### config.mk
export PLATFORM = sky130hd
export DESIGN_NAME = beamform_top
export DESIGN_NICKNAME = d
export VERILOG_FILES = /design/src/rtl/bf_pkg.sv /design/src/rtl/i2s_capture.sv /design/src/rtl/delay_bank.sv /design/src/rtl/beam_power.sv /design/src/rtl/beam_map.sv /design/src/rtl/beamform_top.sv
export SDC_FILE = /design/constraint.sdc
export NUM_CORES = 2
export LEC_CHECK = 0
export ABC_CLOCK_PERIOD_IN_PS = 14830
export BUFFER_PORTS_ARGS = -buffer_cell sky130_fd_sc_hd__clkbuf_2
export CAP_MARGIN = 30
export CORE_AREA = 4 4 482 294
export CTS_CLUSTER_SIZE = 10
export DETAILED_ROUTE_END_ITERATION = 12
export DIE_AREA = 0 0 486 298
export MAX_ROUTING_LAYER = met4
export PLACE_DENSITY_LB_ADDON = 0.2
export SLEW_MARGIN = 20
export SYNTH_ARGS = -nofsm -noshare
export SYNTH_HDL_FRONTEND = slang
export SYNTH_SLANG_ARGS = --single-unit
### constraint.sdc
create_clock -name i_50M_clk -period 14.83 [get_ports i_50M_clk]
set_clock_uncertainty 0.15 [all_clocks]
set_input_delay 1.483 -clock i_50M_clk [delete_from_list [all_inputs] [get_ports i_50M_clk]]
set_output_delay 1.483 -clock i_50M_clk [all_outputs]
set_load 0.02 [all_outputs]
### src/rtl/bf_pkg.sv
`default_nettype none

package bf_pkg;

    // processing controller
    typedef enum logic [1:0] {
        S_IDLE = 2'd0,      // waiting for start
        S_FILL = 2'd1,      // delay lines filling up
        S_RUN  = 2'd2       // sweeping beams every sample
    } ctrl_state_e;

    // displayed beam level
    localparam int LEVEL_W = 8;

    typedef logic [LEVEL_W-1:0] level_t;   // unsigned, 0 = silent

endpackage : bf_pkg

`default_nettype wire

### src/rtl/i2s_capture.sv
`timescale 1ns/1ps
`default_nettype none

module i2s_capture #(
    parameter int N_MIC    = 4,
    parameter int SAMPLE_W = 16
) (
    input  wire                        i_50M_clk,
    input  wire                        i_rst,
    input  wire                        i_bclk,
    input  wire                        i_lrck,
    input  wire  [N_MIC-1:0]           i_mic_data,
    output logic [N_MIC*SAMPLE_W-1:0]  o_samples,
    output logic                       o_sample_valid
);

    localparam int CNT_W = $clog2(SAMPLE_W + 2);

    logic [2:0]          bclk_s;    // [1] synced, [2] edge history
    logic [2:0]          lrck_s;
    logic [N_MIC-1:0]    data_s1;
    logic [N_MIC-1:0]    data_s2;
    logic [CNT_W-1:0]    bit_cnt_r;
    logic [SAMPLE_W-1:0] shift_r [N_MIC];
    logic                bclk_rise;
    logic                lrck_fall;
    logic                cnt_step;
    logic                take_bit;
    logic                last_bit;

    assign bclk_rise = bclk_s[1] & ~bclk_s[2];
    assign lrck_fall = ~lrck_s[1] & lrck_s[2];

    // rise 0 after the LRCK fall is the dummy slot, then MSB first
    assign cnt_step = bclk_rise & ~lrck_s[1] & (bit_cnt_r <= CNT_W'(SAMPLE_W));
    assign take_bit = cnt_step & (bit_cnt_r != '0);
    assign last_bit = cnt_step & (bit_cnt_r == CNT_W'(SAMPLE_W));

    always_ff @(posedge i_50M_clk or posedge i_rst) begin
        if (i_rst) begin
            bclk_s         <= '0;
            lrck_s         <= '1;
            data_s1        <= '0;
            data_s2        <= '0;
            bit_cnt_r      <= CNT_W'(SAMPLE_W + 1);   // idle until first LRCK fall
            o_sample_valid <= 1'b0;
        end else begin
            bclk_s         <= {bclk_s[1:0], i_bclk};
            lrck_s         <= {lrck_s[1:0], i_lrck};
            data_s1        <= i_mic_data;
            data_s2        <= data_s1;
            o_sample_valid <= last_bit;
            if (lrck_fall) begin
                bit_cnt_r <= '0;
            end else if (cnt_step) begin
                bit_cnt_r <= bit_cnt_r + 1'b1;
            end
        end
    end

    always_ff @(posedge i_50M_clk) begin
        for (int m = 0; m < N_MIC; m++) begin
            if (take_bit) begin
                shift_r[m] <= {shift_r[m][SAMPLE_W-2:0], data_s2[m]};
            end
            if (last_bit) begin
                o_samples[m*SAMPLE_W +: SAMPLE_W] <= {shift_r[m][SAMPLE_W-2:0], data_s2[m]};
            end
        end
    end

    // left channel only, so the pulse lands while LRCK is still low
    a_valid_left: assert property (@(posedge i_50M_clk) disable iff (i_rst)
        o_sample_valid |-> !lrck_s[1])
        else $error("sample_valid while LRCK high");

endmodule : i2s_capture

`default_nettype wire

### src/rtl/delay_bank.sv
`timescale 1ns/1ps
`default_nettype none

module delay_bank #(
    parameter int N_MIC    = 4,
    parameter int SAMPLE_W = 16,
    parameter int GRID_X   = 8
) (
    input  wire                          i_50M_clk,
    input  wire                          i_rst,
    input  wire   [N_MIC*SAMPLE_W-1:0]   i_samples,
    input  wire                          i_sample_valid,
    input  wire                          i_rd_en,
    input  wire   [$clog2(GRID_X)-1:0]   i_rd_beam,
    output logic  [N_MIC*SAMPLE_W-1:0]   o_taps
);

    localparam int MAX_DELAY = (N_MIC - 1) * GRID_X / 2;
    localparam int AW        = $clog2(MAX_DELAY + 1);
    localparam int DEPTH     = 1 << AW;             // power of two above MAX_DELAY
    localparam int HALF      = GRID_X / 2;

    logic [SAMPLE_W-1:0] ring_r [N_MIC][DEPTH];
    logic [AW-1:0]       wr_ptr_r;
    logic [AW-1:0]       rd_addr [N_MIC];

    // tap address per mic, counted back from the newest sample
    always_comb begin
        int mag;
        int dly;
        for (int m = 0; m < N_MIC; m++) begin
            if (int'(i_rd_beam) >= HALF) begin
                mag = int'(i_rd_beam) - HALF;       // slope >= 0
                dly = m * mag;
            end else begin
                mag = HALF - int'(i_rd_beam);       // negative slope
                dly = (N_MIC - 1 - m) * mag;
            end
            rd_addr[m] = wr_ptr_r - AW'(1) - AW'(dly);
        end
    end

    always_ff @(posedge i_50M_clk or posedge i_rst) begin
        if (i_rst) begin
            wr_ptr_r <= '0;
        end else if (i_sample_valid) begin
            wr_ptr_r <= wr_ptr_r + 1'b1;
        end
    end

    always_ff @(posedge i_50M_clk) begin
        for (int m = 0; m < N_MIC; m++) begin
            if (i_sample_valid) begin
                ring_r[m][wr_ptr_r] <= i_samples[m*SAMPLE_W +: SAMPLE_W];
            end
            if (i_rd_en) begin
                o_taps[m*SAMPLE_W +: SAMPLE_W] <= ring_r[m][rd_addr[m]];
            end
        end
    end

    // sweep must never overlap a write, the pointer would move under it
    a_no_rw_overlap: assert property (@(posedge i_50M_clk) disable iff (i_rst)
        !(i_rd_en && i_sample_valid))
        else $error("read during sample write");

endmodule : delay_bank

`default_nettype wire

### src/rtl/beam_power.sv
`timescale 1ns/1ps
`default_nettype none

module beam_power
    import bf_pkg::*;
#(
    parameter int N_MIC    = 4,
    parameter int SAMPLE_W = 16,
    parameter int GRID_X   = 8,
    parameter int BLOCK_L  = 32
) (
    input  wire                          i_50M_clk,
    input  wire                          i_rst,
    input  wire                          i_start,
    input  wire                          i_sample_valid,
    input  wire   [N_MIC*SAMPLE_W-1:0]   i_taps,
    output logic                         o_rd_en,
    output logic  [$clog2(GRID_X)-1:0]   o_rd_beam,
    output logic                         o_acc_valid,
    output logic  [$clog2(GRID_X)-1:0]   o_acc_idx,
    output logic  [2*(SAMPLE_W+$clog2(N_MIC))+$clog2(BLOCK_L)-1:0] o_acc_energy,
    output logic                         o_frame_done
);

    localparam int BW        = $clog2(GRID_X);
    localparam int SUM_W     = SAMPLE_W + $clog2(N_MIC);
    localparam int SQ_W      = 2 * SUM_W;
    localparam int ACC_W     = SQ_W + $clog2(BLOCK_L);
    localparam int MAX_DELAY = (N_MIC - 1) * GRID_X / 2;
    localparam int FILL_W    = $clog2(MAX_DELAY + 1);
    localparam int BLK_W     = $clog2(BLOCK_L);

    ctrl_state_e              state_r, state_w;
    logic [FILL_W-1:0]        fill_cnt_r, fill_cnt_w;
    logic [BLK_W-1:0]         blk_cnt_r;
    logic                     last_r;           // sweep in flight closes the block
    logic                     tap_vld_r;
    logic [BW-1:0]            tap_beam_r;
    logic                     sum_vld_r;
    logic [BW-1:0]            sum_beam_r;
    logic signed [SUM_W-1:0]  tap_sum;
    logic signed [SUM_W-1:0]  sum_r;
    logic signed [SQ_W-1:0]   sq;
    logic [ACC_W-1:0]         acc_r [GRID_X];
    logic                     dump_r;
    logic [BW-1:0]            dump_idx_r;
    logic                     sweep_start;
    logic                     sum_done;
    logic                     busy;

    always_comb begin
        state_w    = state_r;
        fill_cnt_w = fill_cnt_r;
        case (state_r)
            S_IDLE: begin
                if (i_start) state_w = S_FILL;
            end
            S_FILL: begin
                if (i_sample_valid) begin
                    if (fill_cnt_r == FILL_W'(MAX_DELAY)) state_w = S_RUN;
                    else fill_cnt_w = fill_cnt_r + 1'b1;
                end
            end
            default: ;
        endcase
    end

    assign sweep_start = (state_r == S_RUN) && i_sample_valid;
    assign sum_done    = sum_vld_r && (sum_beam_r == BW'(GRID_X - 1)) && last_r;
    assign busy        = o_rd_en | tap_vld_r | sum_vld_r | dump_r;

    always_comb begin
        tap_sum = '0;
        for (int m = 0; m < N_MIC; m++) begin
            tap_sum = tap_sum + SUM_W'($signed(i_taps[m*SAMPLE_W +: SAMPLE_W]));
        end
    end

    assign sq = sum_r * sum_r;

    always_ff @(posedge i_50M_clk or posedge i_rst) begin
        if (i_rst) begin
            state_r      <= S_IDLE;
            fill_cnt_r   <= '0;
            blk_cnt_r    <= '0;
            last_r       <= 1'b0;
            o_rd_en      <= 1'b0;
            o_rd_beam    <= '0;
            tap_vld_r    <= 1'b0;
            tap_beam_r   <= '0;
            sum_vld_r    <= 1'b0;
            sum_beam_r   <= '0;
            dump_r       <= 1'b0;
            dump_idx_r   <= '0;
            o_frame_done <= 1'b0;
        end else begin
            state_r    <= state_w;
            fill_cnt_r <= fill_cnt_w;
            if (sweep_start) begin               // address stage
                o_rd_en   <= 1'b1;
                o_rd_beam <= '0;
                last_r    <= (blk_cnt_r == BLK_W'(BLOCK_L - 1));
                blk_cnt_r <= (blk_cnt_r == BLK_W'(BLOCK_L - 1)) ? '0 : blk_cnt_r + 1'b1;
            end else if (o_rd_en) begin
                if (o_rd_beam == BW'(GRID_X - 1)) o_rd_en <= 1'b0;
                else o_rd_beam <= o_rd_beam + 1'b1;
            end
            tap_vld_r  <= o_rd_en;
            tap_beam_r <= o_rd_beam;
            sum_vld_r  <= tap_vld_r;
            sum_beam_r <= tap_beam_r;
            if (sum_done) begin
                last_r     <= 1'b0;
                dump_r     <= 1'b1;
                dump_idx_r <= '0;
            end else if (dump_r) begin
                if (dump_idx_r == BW'(GRID_X - 1)) dump_r <= 1'b0;
                else dump_idx_r <= dump_idx_r + 1'b1;
            end
            o_frame_done <= dump_r && (dump_idx_r == BW'(GRID_X - 1));
        end
    end

    always_ff @(posedge i_50M_clk) begin
        if (tap_vld_r) sum_r <= tap_sum;   // sum stage
    end

    // square-accumulate, cleared beam by beam as it is dumped
    always_ff @(posedge i_50M_clk or posedge i_rst) begin
        if (i_rst) begin
            for (int g = 0; g < GRID_X; g++) acc_r[g] <= '0;
        end else if (sum_vld_r) begin
            acc_r[sum_beam_r] <= acc_r[sum_beam_r] + ACC_W'($unsigned(sq));
        end else if (dump_r) begin
            acc_r[dump_idx_r] <= '0;
        end
    end

    assign o_acc_valid  = dump_r;
    assign o_acc_idx    = dump_idx_r;
    assign o_acc_energy = acc_r[dump_idx_r];

    // capture side has to leave the sweep and dump time to finish
    a_sweep_idle: assert property (@(posedge i_50M_clk) disable iff (i_rst)
        i_sample_valid |-> !busy)
        else $error("sample pulse during sweep (state %s)", state_r.name());

endmodule : beam_power

`default_nettype wire

### src/rtl/beam_map.sv
`timescale 1ns/1ps
`default_nettype none

module beam_map
    import bf_pkg::*;
#(
    parameter int GRID_X      = 8,
    parameter int LEVEL_SHIFT = 30,
    parameter int ENERGY_W    = 41
) (
    input  wire                         i_50M_clk,
    input  wire                         i_rst,
    input  wire                         i_acc_valid,
    input  wire  [$clog2(GRID_X)-1:0]   i_acc_idx,
    input  wire  [ENERGY_W-1:0]         i_acc_energy,
    output logic [$clog2(GRID_X)-1:0]   o_pix_idx,
    output level_t                      o_pix_level,
    output logic                        o_line_start
);

    localparam int BW = $clog2(GRID_X);

    logic [ENERGY_W-1:0] shifted;
    level_t              level_new;
    level_t              levels_r [GRID_X];

    assign shifted = i_acc_energy >> LEVEL_SHIFT;

    // clip anything above the top level
    assign level_new = (shifted[ENERGY_W-1:LEVEL_W] != '0) ? {LEVEL_W{1'b1}}
                                                           : shifted[LEVEL_W-1:0];

    always_ff @(posedge i_50M_clk or posedge i_rst) begin
        if (i_rst) begin
            for (int g = 0; g < GRID_X; g++) levels_r[g] <= '0;
        end else if (i_acc_valid) begin
            levels_r[i_acc_idx] <= level_new;
        end
    end

    // free-running scanner, one beam per clock
    always_ff @(posedge i_50M_clk or posedge i_rst) begin
        if (i_rst) begin
            o_pix_idx <= '0;
        end else if (o_pix_idx == BW'(GRID_X - 1)) begin
            o_pix_idx <= '0;
        end else begin
            o_pix_idx <= o_pix_idx + 1'b1;
        end
    end

    assign o_pix_level  = levels_r[o_pix_idx];
    assign o_line_start = (o_pix_idx == '0);

endmodule : beam_map

`default_nettype wire

### src/rtl/beamform_top.sv
`timescale 1ns/1ps
`default_nettype none

module beamform_top
    import bf_pkg::*;
#(
    parameter int N_MIC       = 4,
    parameter int SAMPLE_W    = 16,
    parameter int GRID_X      = 8,
    parameter int BLOCK_L     = 32,
    parameter int LEVEL_SHIFT = 30
) (
    input  wire                        i_50M_clk,
    input  wire                        i_rst,
    input  wire                        i_start,
    input  wire                        i_bclk,
    input  wire                        i_lrck,
    input  wire  [N_MIC-1:0]           i_mic_data,
    output logic [$clog2(GRID_X)-1:0]  o_pix_idx,
    output level_t                     o_pix_level,
    output logic                       o_line_start,
    output logic                       o_frame_done
);

    // same width as the accumulators inside beam_power
    localparam int ENERGY_W = 2 * (SAMPLE_W + $clog2(N_MIC)) + $clog2(BLOCK_L);

    logic [N_MIC*SAMPLE_W-1:0] samples;
    logic                      sample_valid;
    logic                      rd_en;
    logic [$clog2(GRID_X)-1:0] rd_beam;
    logic [N_MIC*SAMPLE_W-1:0] taps;
    logic                      acc_valid;
    logic [$clog2(GRID_X)-1:0] acc_idx;
    logic [ENERGY_W-1:0]       acc_energy;

    i2s_capture #(.N_MIC(N_MIC), .SAMPLE_W(SAMPLE_W)) u_i2s_capture (
        .i_50M_clk(i_50M_clk), .i_rst(i_rst),
        .i_bclk(i_bclk), .i_lrck(i_lrck), .i_mic_data(i_mic_data),
        .o_samples(samples), .o_sample_valid(sample_valid)
    );

    delay_bank #(.N_MIC(N_MIC), .SAMPLE_W(SAMPLE_W), .GRID_X(GRID_X)) u_delay_bank (
        .i_50M_clk(i_50M_clk), .i_rst(i_rst),
        .i_samples(samples), .i_sample_valid(sample_valid),
        .i_rd_en(rd_en), .i_rd_beam(rd_beam), .o_taps(taps)
    );

    beam_power #(
        .N_MIC(N_MIC), .SAMPLE_W(SAMPLE_W), .GRID_X(GRID_X), .BLOCK_L(BLOCK_L)
    ) u_beam_power (
        .i_50M_clk(i_50M_clk), .i_rst(i_rst), .i_start(i_start),
        .i_sample_valid(sample_valid), .i_taps(taps),
        .o_rd_en(rd_en), .o_rd_beam(rd_beam),
        .o_acc_valid(acc_valid), .o_acc_idx(acc_idx), .o_acc_energy(acc_energy),
        .o_frame_done(o_frame_done)
    );

    beam_map #(.GRID_X(GRID_X), .LEVEL_SHIFT(LEVEL_SHIFT), .ENERGY_W(ENERGY_W)) u_beam_map (
        .i_50M_clk(i_50M_clk), .i_rst(i_rst),
        .i_acc_valid(acc_valid), .i_acc_idx(acc_idx), .i_acc_energy(acc_energy),
        .o_pix_idx(o_pix_idx), .o_pix_level(o_pix_level), .o_line_start(o_line_start)
    );

endmodule : beamform_top

`default_nettype wire

Word-level counts from Yosys, hierarchy flattened
Memories as Yosys holds them, arrays and structs flattened.
Index checks and enable logic that the tools add are counted.
{ "classes": {"addsub": 18, "multipliers": 3, "n_lt_le_gt_ge": 13, "n_eq_ne": 14, "mux": 64, "bitwise": 19, "n_reduce_logical": 21} }
{ "op_table": {"columns": ["operator", "n"], "rows": [
  ["$mux 328", 2],
  ["$and 328x328->328", 1],
  ["$bwmux 328", 1],
  ["$not 328->328", 1],
  ["$bmux 16 s4", 4],
  ["$mux 256", 1],
  ["$bmux 41 s3", 2],
  ["$demux 41 s3", 2],
  ["$mux 41", 6],
  ["$mux 16", 9],
  ["$bwmux 64", 1],
  ["$demux 16 s4", 1],
  ["$add 41x36->41", 1],
  ["$mul 18x18->36", 1],
  ["$reduce_bool 33->1", 1],
  ["$mux 8", 4],
  ["$ge 5x5->1 const B", 5],
  ["$not 4->5", 5],
  ["$bmux 8 s3", 1],
  ["$demux 8 s3", 1],
  ["$mux 3", 7],
  ["$add 17x16->18", 1],
  ["$add 18x16->18", 1],
  ["$add 16x16->17", 1],
  ["36 further kinds", 92]
]} }
{ "word_totals": {"ff_bits": 594, "ram_bits": 1088, "inputBits": 9, "elab_cells": 194, "n_memories": 2} }
{ "memory_table": {"columns": ["name", "depth", "width", "rd", "rd_ports_with_merged_regs", "wr", "line_no", "source"], "rows": [
  ["u_delay_bank.ring_r", 4, 256, 4, 0, 4, "delay_bank.sv:23", "logic [SAMPLE_W-1:0] ring_r [N_MIC][DEPTH];"],
  ["u_i2s_capture.shift_r", 4, 16, 4, 0, 4, "i2s_capture.sv:24", "logic [SAMPLE_W-1:0] shift_r [N_MIC];"]
]} }

Longest topological paths before layout
{ "depth": {"depth_word": 9, "ltp_mapped": 36} }

Cells and area by module
From an unflattened synthesis, not the netlist that was laid out.
{ "hier_totals": {"hier_cells": 5436, "area_unflattened_um2": 81658.3} }
{ "by_module_without_submodules": {"columns": ["mod", "instances", "cells_each", "area_per_inst_um2", "seq_area_each_um2"], "rows": [
  ["delay_bank", 1, 1763, 41907.7, 32771.4],
  ["beam_power", 1, 3296, 32080.8, 9474.1],
  ["i2s_capture", 1, 178, 4441.8, 4230.3],
  ["beam_map", 1, 199, 3228.1, 1676.6]
]} }

Least setup slack after synthesis
No wires, ideal clock.
{ "synth_timing": {"path_kind": "register -> register", "start": "reg u_beam_power.sum_r[6]", "end": "reg u_beam_power.acc_r[121] (netlist bit)", "arrival_ns": 7.970, "slack_ns": 6.570, "path_stages_with_launch": 30, "n_path_buf": 3, "synth_period_minus_slack_ns": 8.260, "cell_sequence": "edfxtp_1 > clkbuf_1 > clkbuf_1 > nand2_1 > fa_1 > fa_1 > inv_1 > ha_1 > fa_1 > inv_1 > fa_1 > fa_1 > inv_1 > ha_1 > or3_1 > a311o_1 > a221oi_2 > o21bai_1 > a21o_1 > a211oi_1 > nor3_1 > or3b_2 > ha_1 > clkbuf_1 > nand2_1 > or4_1 > a31oi_1 > o31ai_1 > xnor2_1 > o21ai_0"} }
{ "synth_via": {"elab_chain_len": 4} }
{ "synth_lines": {"columns": ["element", "line_no", "source"], "rows": [
  ["start: declaration", "beam_power.sv:42", "logic signed [SUM_W-1:0] sum_r;"],
  ["start signal: assignment", "beam_power.sv:125", "if (tap_vld_r) sum_r <= tap_sum;"],
  ["$mul 18x18->36", "beam_power.sv:79", "assign sq = sum_r * sum_r;"],
  ["$add 41x36->41", "beam_power.sv:133", "acc_r[sum_beam_r] <= acc_r[sum_beam_r] + ACC_W'($unsigned(sq));"],
  ["$bwmux 328", "beam_power.sv:133", null],
  ["$mux 328", "beam_power.sv:132", "end else if (sum_vld_r) begin"],
  ["end signal: indexed assignment", "beam_power.sv:133", null],
  ["end: declaration", "beam_power.sv:44", "logic [ACC_W-1:0] acc_r [GRID_X];"]
]} }
Every way passes these cells.
A chain may end at the register's enable or synchronous reset.

Worst setup path in the final report
{ "layout_timing": {"start": "reg u_beam_power.sum_r[10]", "end": "reg u_beam_power.acc_r[200] (netlist bit)"} }
Same word-level chain as after synthesis.

==> impl_metrics.ini <==
[run_status]
status = completed

[cts]
hold_buffers = 0
cts_buffers = 187
postCtsSetupBuffers = 0
cts-resized-gates = 0
htree_num_levels = 4
clock_sinks = 1678
cts_tree = done
cts-root-buf = clkbuf_16
worstSkewPairLatency_ns = 0.83
cts.path.max_buffers = 3
clkSlewWorstSetupHoldPaths_ns = 0.06

[sta]
setup_tns_ns = 0
holdWs_ns = 0.198
setup_ws_ns = 4.63
hold_viol_final = 0
setup_viol = 0
finalCriticalPeriod_ns = 10.20
fmax_mhz = 98.0
fin_crit_sh_pct = 68.8
finalMaxSlewViolations = 0
timing.slew.headroom_pct = 28.4
worstMarginPinSlew_ns = 1.07
rsz0062_at_grt = false

[grt]
gr-total-overflow = 0
track_usage_pct = 29.8
grt_max_degree = 161
antenna_found_initial = 8
first_global_vias = 45690
grt_first_pass_wirelength_um = 309000

[layout]
final_nets = 5628
syn_to_final_growth_pct = 10.6
postLayoutCellArea_um2 = 87500
drive_gt1_share_pct = 16.5

[setup_path]
required_ns = 15.44
arrival_ns = 10.81
cp-end-kind = register
reg2reg_to = u_beam_power.acc_r[200]$_DFFE_PP0P_
reg2reg_slack_ns = 4.63
reg2reg_from = u_beam_power.sum_r[10]$_DFFE_PP_
startpoint = u_beam_power.sum_r[10]$_DFFE_PP_
crit_fanout = 16
rr_worst_depth = 30
crit_path_start_kind = register
critPathMaxStageDelay_ns = 0.77
cpMostUsedCell = fa_1
cp_slowest_cell = edfxtp_1
worstSetupPathType = register to register

[logic_synthesis]
ys_ff_latch = 1678
synth_top_area_share_pct = 46.7
synth_edf_count = 1230
syn_nets = 5537
syn-cell-area_um2 = 79100
yosys_warnings = 0
synthArstFlopShare_pct = 26.7
synth_seq_area_share_pct = 60.9
synthFlopType = edfxtp_1
synth_cell_types = 80
syn_avg_cell_area_um2 = 15.8
synth_largest_area_cell = edfxtp_1
synth_area_leaders = edfxtp_1 (47%), dfrtp_1 (14%), mux4_2 (9.7%)
synthCells = 5002

[routing]
drt-total-wl_um = 206000
drt_iter0_markers = 6740
drc = 0
routed_via_density = 6.56
firstDrtPassIters = 7
dr_total_vias = 45970
wire_per_inst_um = 29.4
ant_nets = 0

[placement]
dp_hpwl_um = 125000
dpl_cell_area_um2 = 81900
port_buffers = 21
gp_congestion = 0.938
dpl_worst_slack_ns = 4.85

[power]
p_seq_share_pct = 54.3
p_sw_share_pct = 20.0
p_leak_nw = 33.1
comb_power_share_pct = 0.4
ir_drop_uv = 123
p_int_mw = 7.37
p_sw_mw = 1.84
p_per_area_nw_per_um2 = 105
p_clk_share_pct = 45.3

[floorplanning]
core_um2 = 138000
start_util_pct = 57.5
pin_count = 22
num_rows = 106
fp.dieW_um = 486
dieArea_um2 = 145000
fp.dieH_um = 298

[hold_path]
hold_end = u_beam_power.sum_beam_r[0]$_DFF_PP0_
holdPathStages = 0
worstHoldStart = u_beam_power.tap_beam_r[0]$_DFF_PP0_
min_path_type = register to register

[run]
cap_violations = 0
==> layout by cell type (no fill, tap or decap), types with 41 or more instances in the layout <==
master,count
nor2_1,142
nand2_1,282
mux2_2,80
a21oi_1,142
clkbuf_16,190
o22ai_1,72
edfxtp_1,1230
dfrtp_1,439
o21ai_0,141
a22o_1,258
ha_1,189
mux2i_1,52
buf_4,98
fa_1,331
a21o_1,41
xnor2_1,75
and2_1,44
mux4_2,342
inv_1,459
clkbuf_1,53
==> worst max-delay path by stage <==
stage	endpoint	slack [ns]	depth (start not counted)
floorplan	u_beam_map.levels_r[0]$_DFFE_PP0P_	0.72	1
global placement	u_beam_power.acc_r[317]$_DFFE_PP0P_	5.00	31
detailed placement	u_beam_power.acc_r[77]$_DFFE_PP0P_	4.85	29
CTS	u_beam_power.acc_r[118]$_DFFE_PP0P_	4.84	29
global route	u_beam_power.acc_r[30]$_DFFE_PP0P_	4.09	32
finish	u_beam_power.acc_r[200]$_DFFE_PP0P_	4.63	30
==> cell families (layout without fill, tap and decap cells) <==
kind of cell | after synthesis | in the layout | synth area share, %
flops | 1678 | 1678 | 60.9
simple gates | 659 | 659 | 3.79
other cells | 0 | 5 | 0
compound gates | 850 | 850 | 7.65
fa+ha+maj | 526 | 526 | 11.5
buf+inv | 696 | 859 | 3.31
xor+xnor | 118 | 118 | 1.33
mux | 475 | 475 | 11.6
==> critical path: cells and delay by family (launching register included) <==
family,cells,cell delay [ns]
xor gates and xnor gates,2,0.80
AOI/OAI and AO/OA,12,3.63
adders and majority gates,8,3.62
and+or+nand+nor,3,0.66
DFF,1,0.77
buffers and inverters,5,0.51
==> routing by layer <==
layer | track usage, % | part of all wire, % | up-vias
met5 | - | 0 | -
met4 | 5.97 | 1.6 | 0
met3 | 8.47 | 13 | 288
met2 | 37.9 | 41 | 2814
met1 | 47.9 | 44 | 23975
li1 | - | - | 18893
==> through the flow <==
stage                     total power [mW]  utilization (%)  cells
final                                 9.22             63.5   7006
after global routing                  9.50             63.5   7006
after detailed placement              5.14             59.5   6732
after global placement                5.14             59.4   6721
after CTS                             9.28             63.4   6993
after floorplan                       5.12                -   5002
==> synthesized netlist by cell type, types with 18 or more instances <==
library cell	number
o21ai_0	141
and2_1	44
inv_1	460
a22o_1	258
nand2_1	282
mux2_2	80
buf_1	32
nor2b_1	21
a21o_1	41
a21oi_1	144
ha_1	191
fa_1	335
a22oi_1	24
and3_1	23
xor2_1	34
nand3_1	24
edfxtp_1	1230
dfrtp_1	443
o22ai_1	72
o21ai_1	18
xnor2_1	82
mux2i_1	52
a221oi_1	22
mux4_2	342
nor3_1	26
a222oi_1	23
clkbuf_1	201
nor2_1	164
==> power by group through the flow <==
stage          logic, mW  clock network, mW  registers (mW)
6_report          0.0378               4.17            5.01
5_1_grt           0.0439               4.45            5.00
4_1_cts           0.0379               4.24            5.01
3_5_place_dp      0.0378                  0            5.10
3_3_place_gp      0.0373                  0            5.10
2_1_floorplan     0.0233                  0            5.10
==> registers in the layout, indices dropped and copies added, names as in the netlist, 4 cells and up <==
register / count
u_beam_power.fill_cnt_r: 4
u_delay_bank.wr_ptr_r: 4
u_beam_power.acc_r: 328
u_i2s_capture.o_samples: 64
u_i2s_capture.bit_cnt_r: 5
u_delay_bank.ring_r: 1024
u_beam_power.sum_r: 18
u_i2s_capture.shift_r: 60
u_beam_map.levels_r: 64
u_beam_power.blk_cnt_r: 5
u_i2s_capture.data_s2: 4
u_i2s_capture.data_s1: 4
u_delay_bank.o_taps: 64
==> cell type report <==
| type | count | area (um2) |
|---|---|---|
| fill | 9686 | 50200 |
| sequential | 1678 | 48200 |
| multi-input combinational | 2628 | 28700 |
| clock buffer | 246 | 4990 |
| tap | 1836 | 2300 |
| inverter | 462 | 1740 |
| timing repair buffer | 136 | 1190 |
| clock inverter | 15 | 314 |
| antenna | 5 | 12.5 |
(Power assumes the default switching activity.)
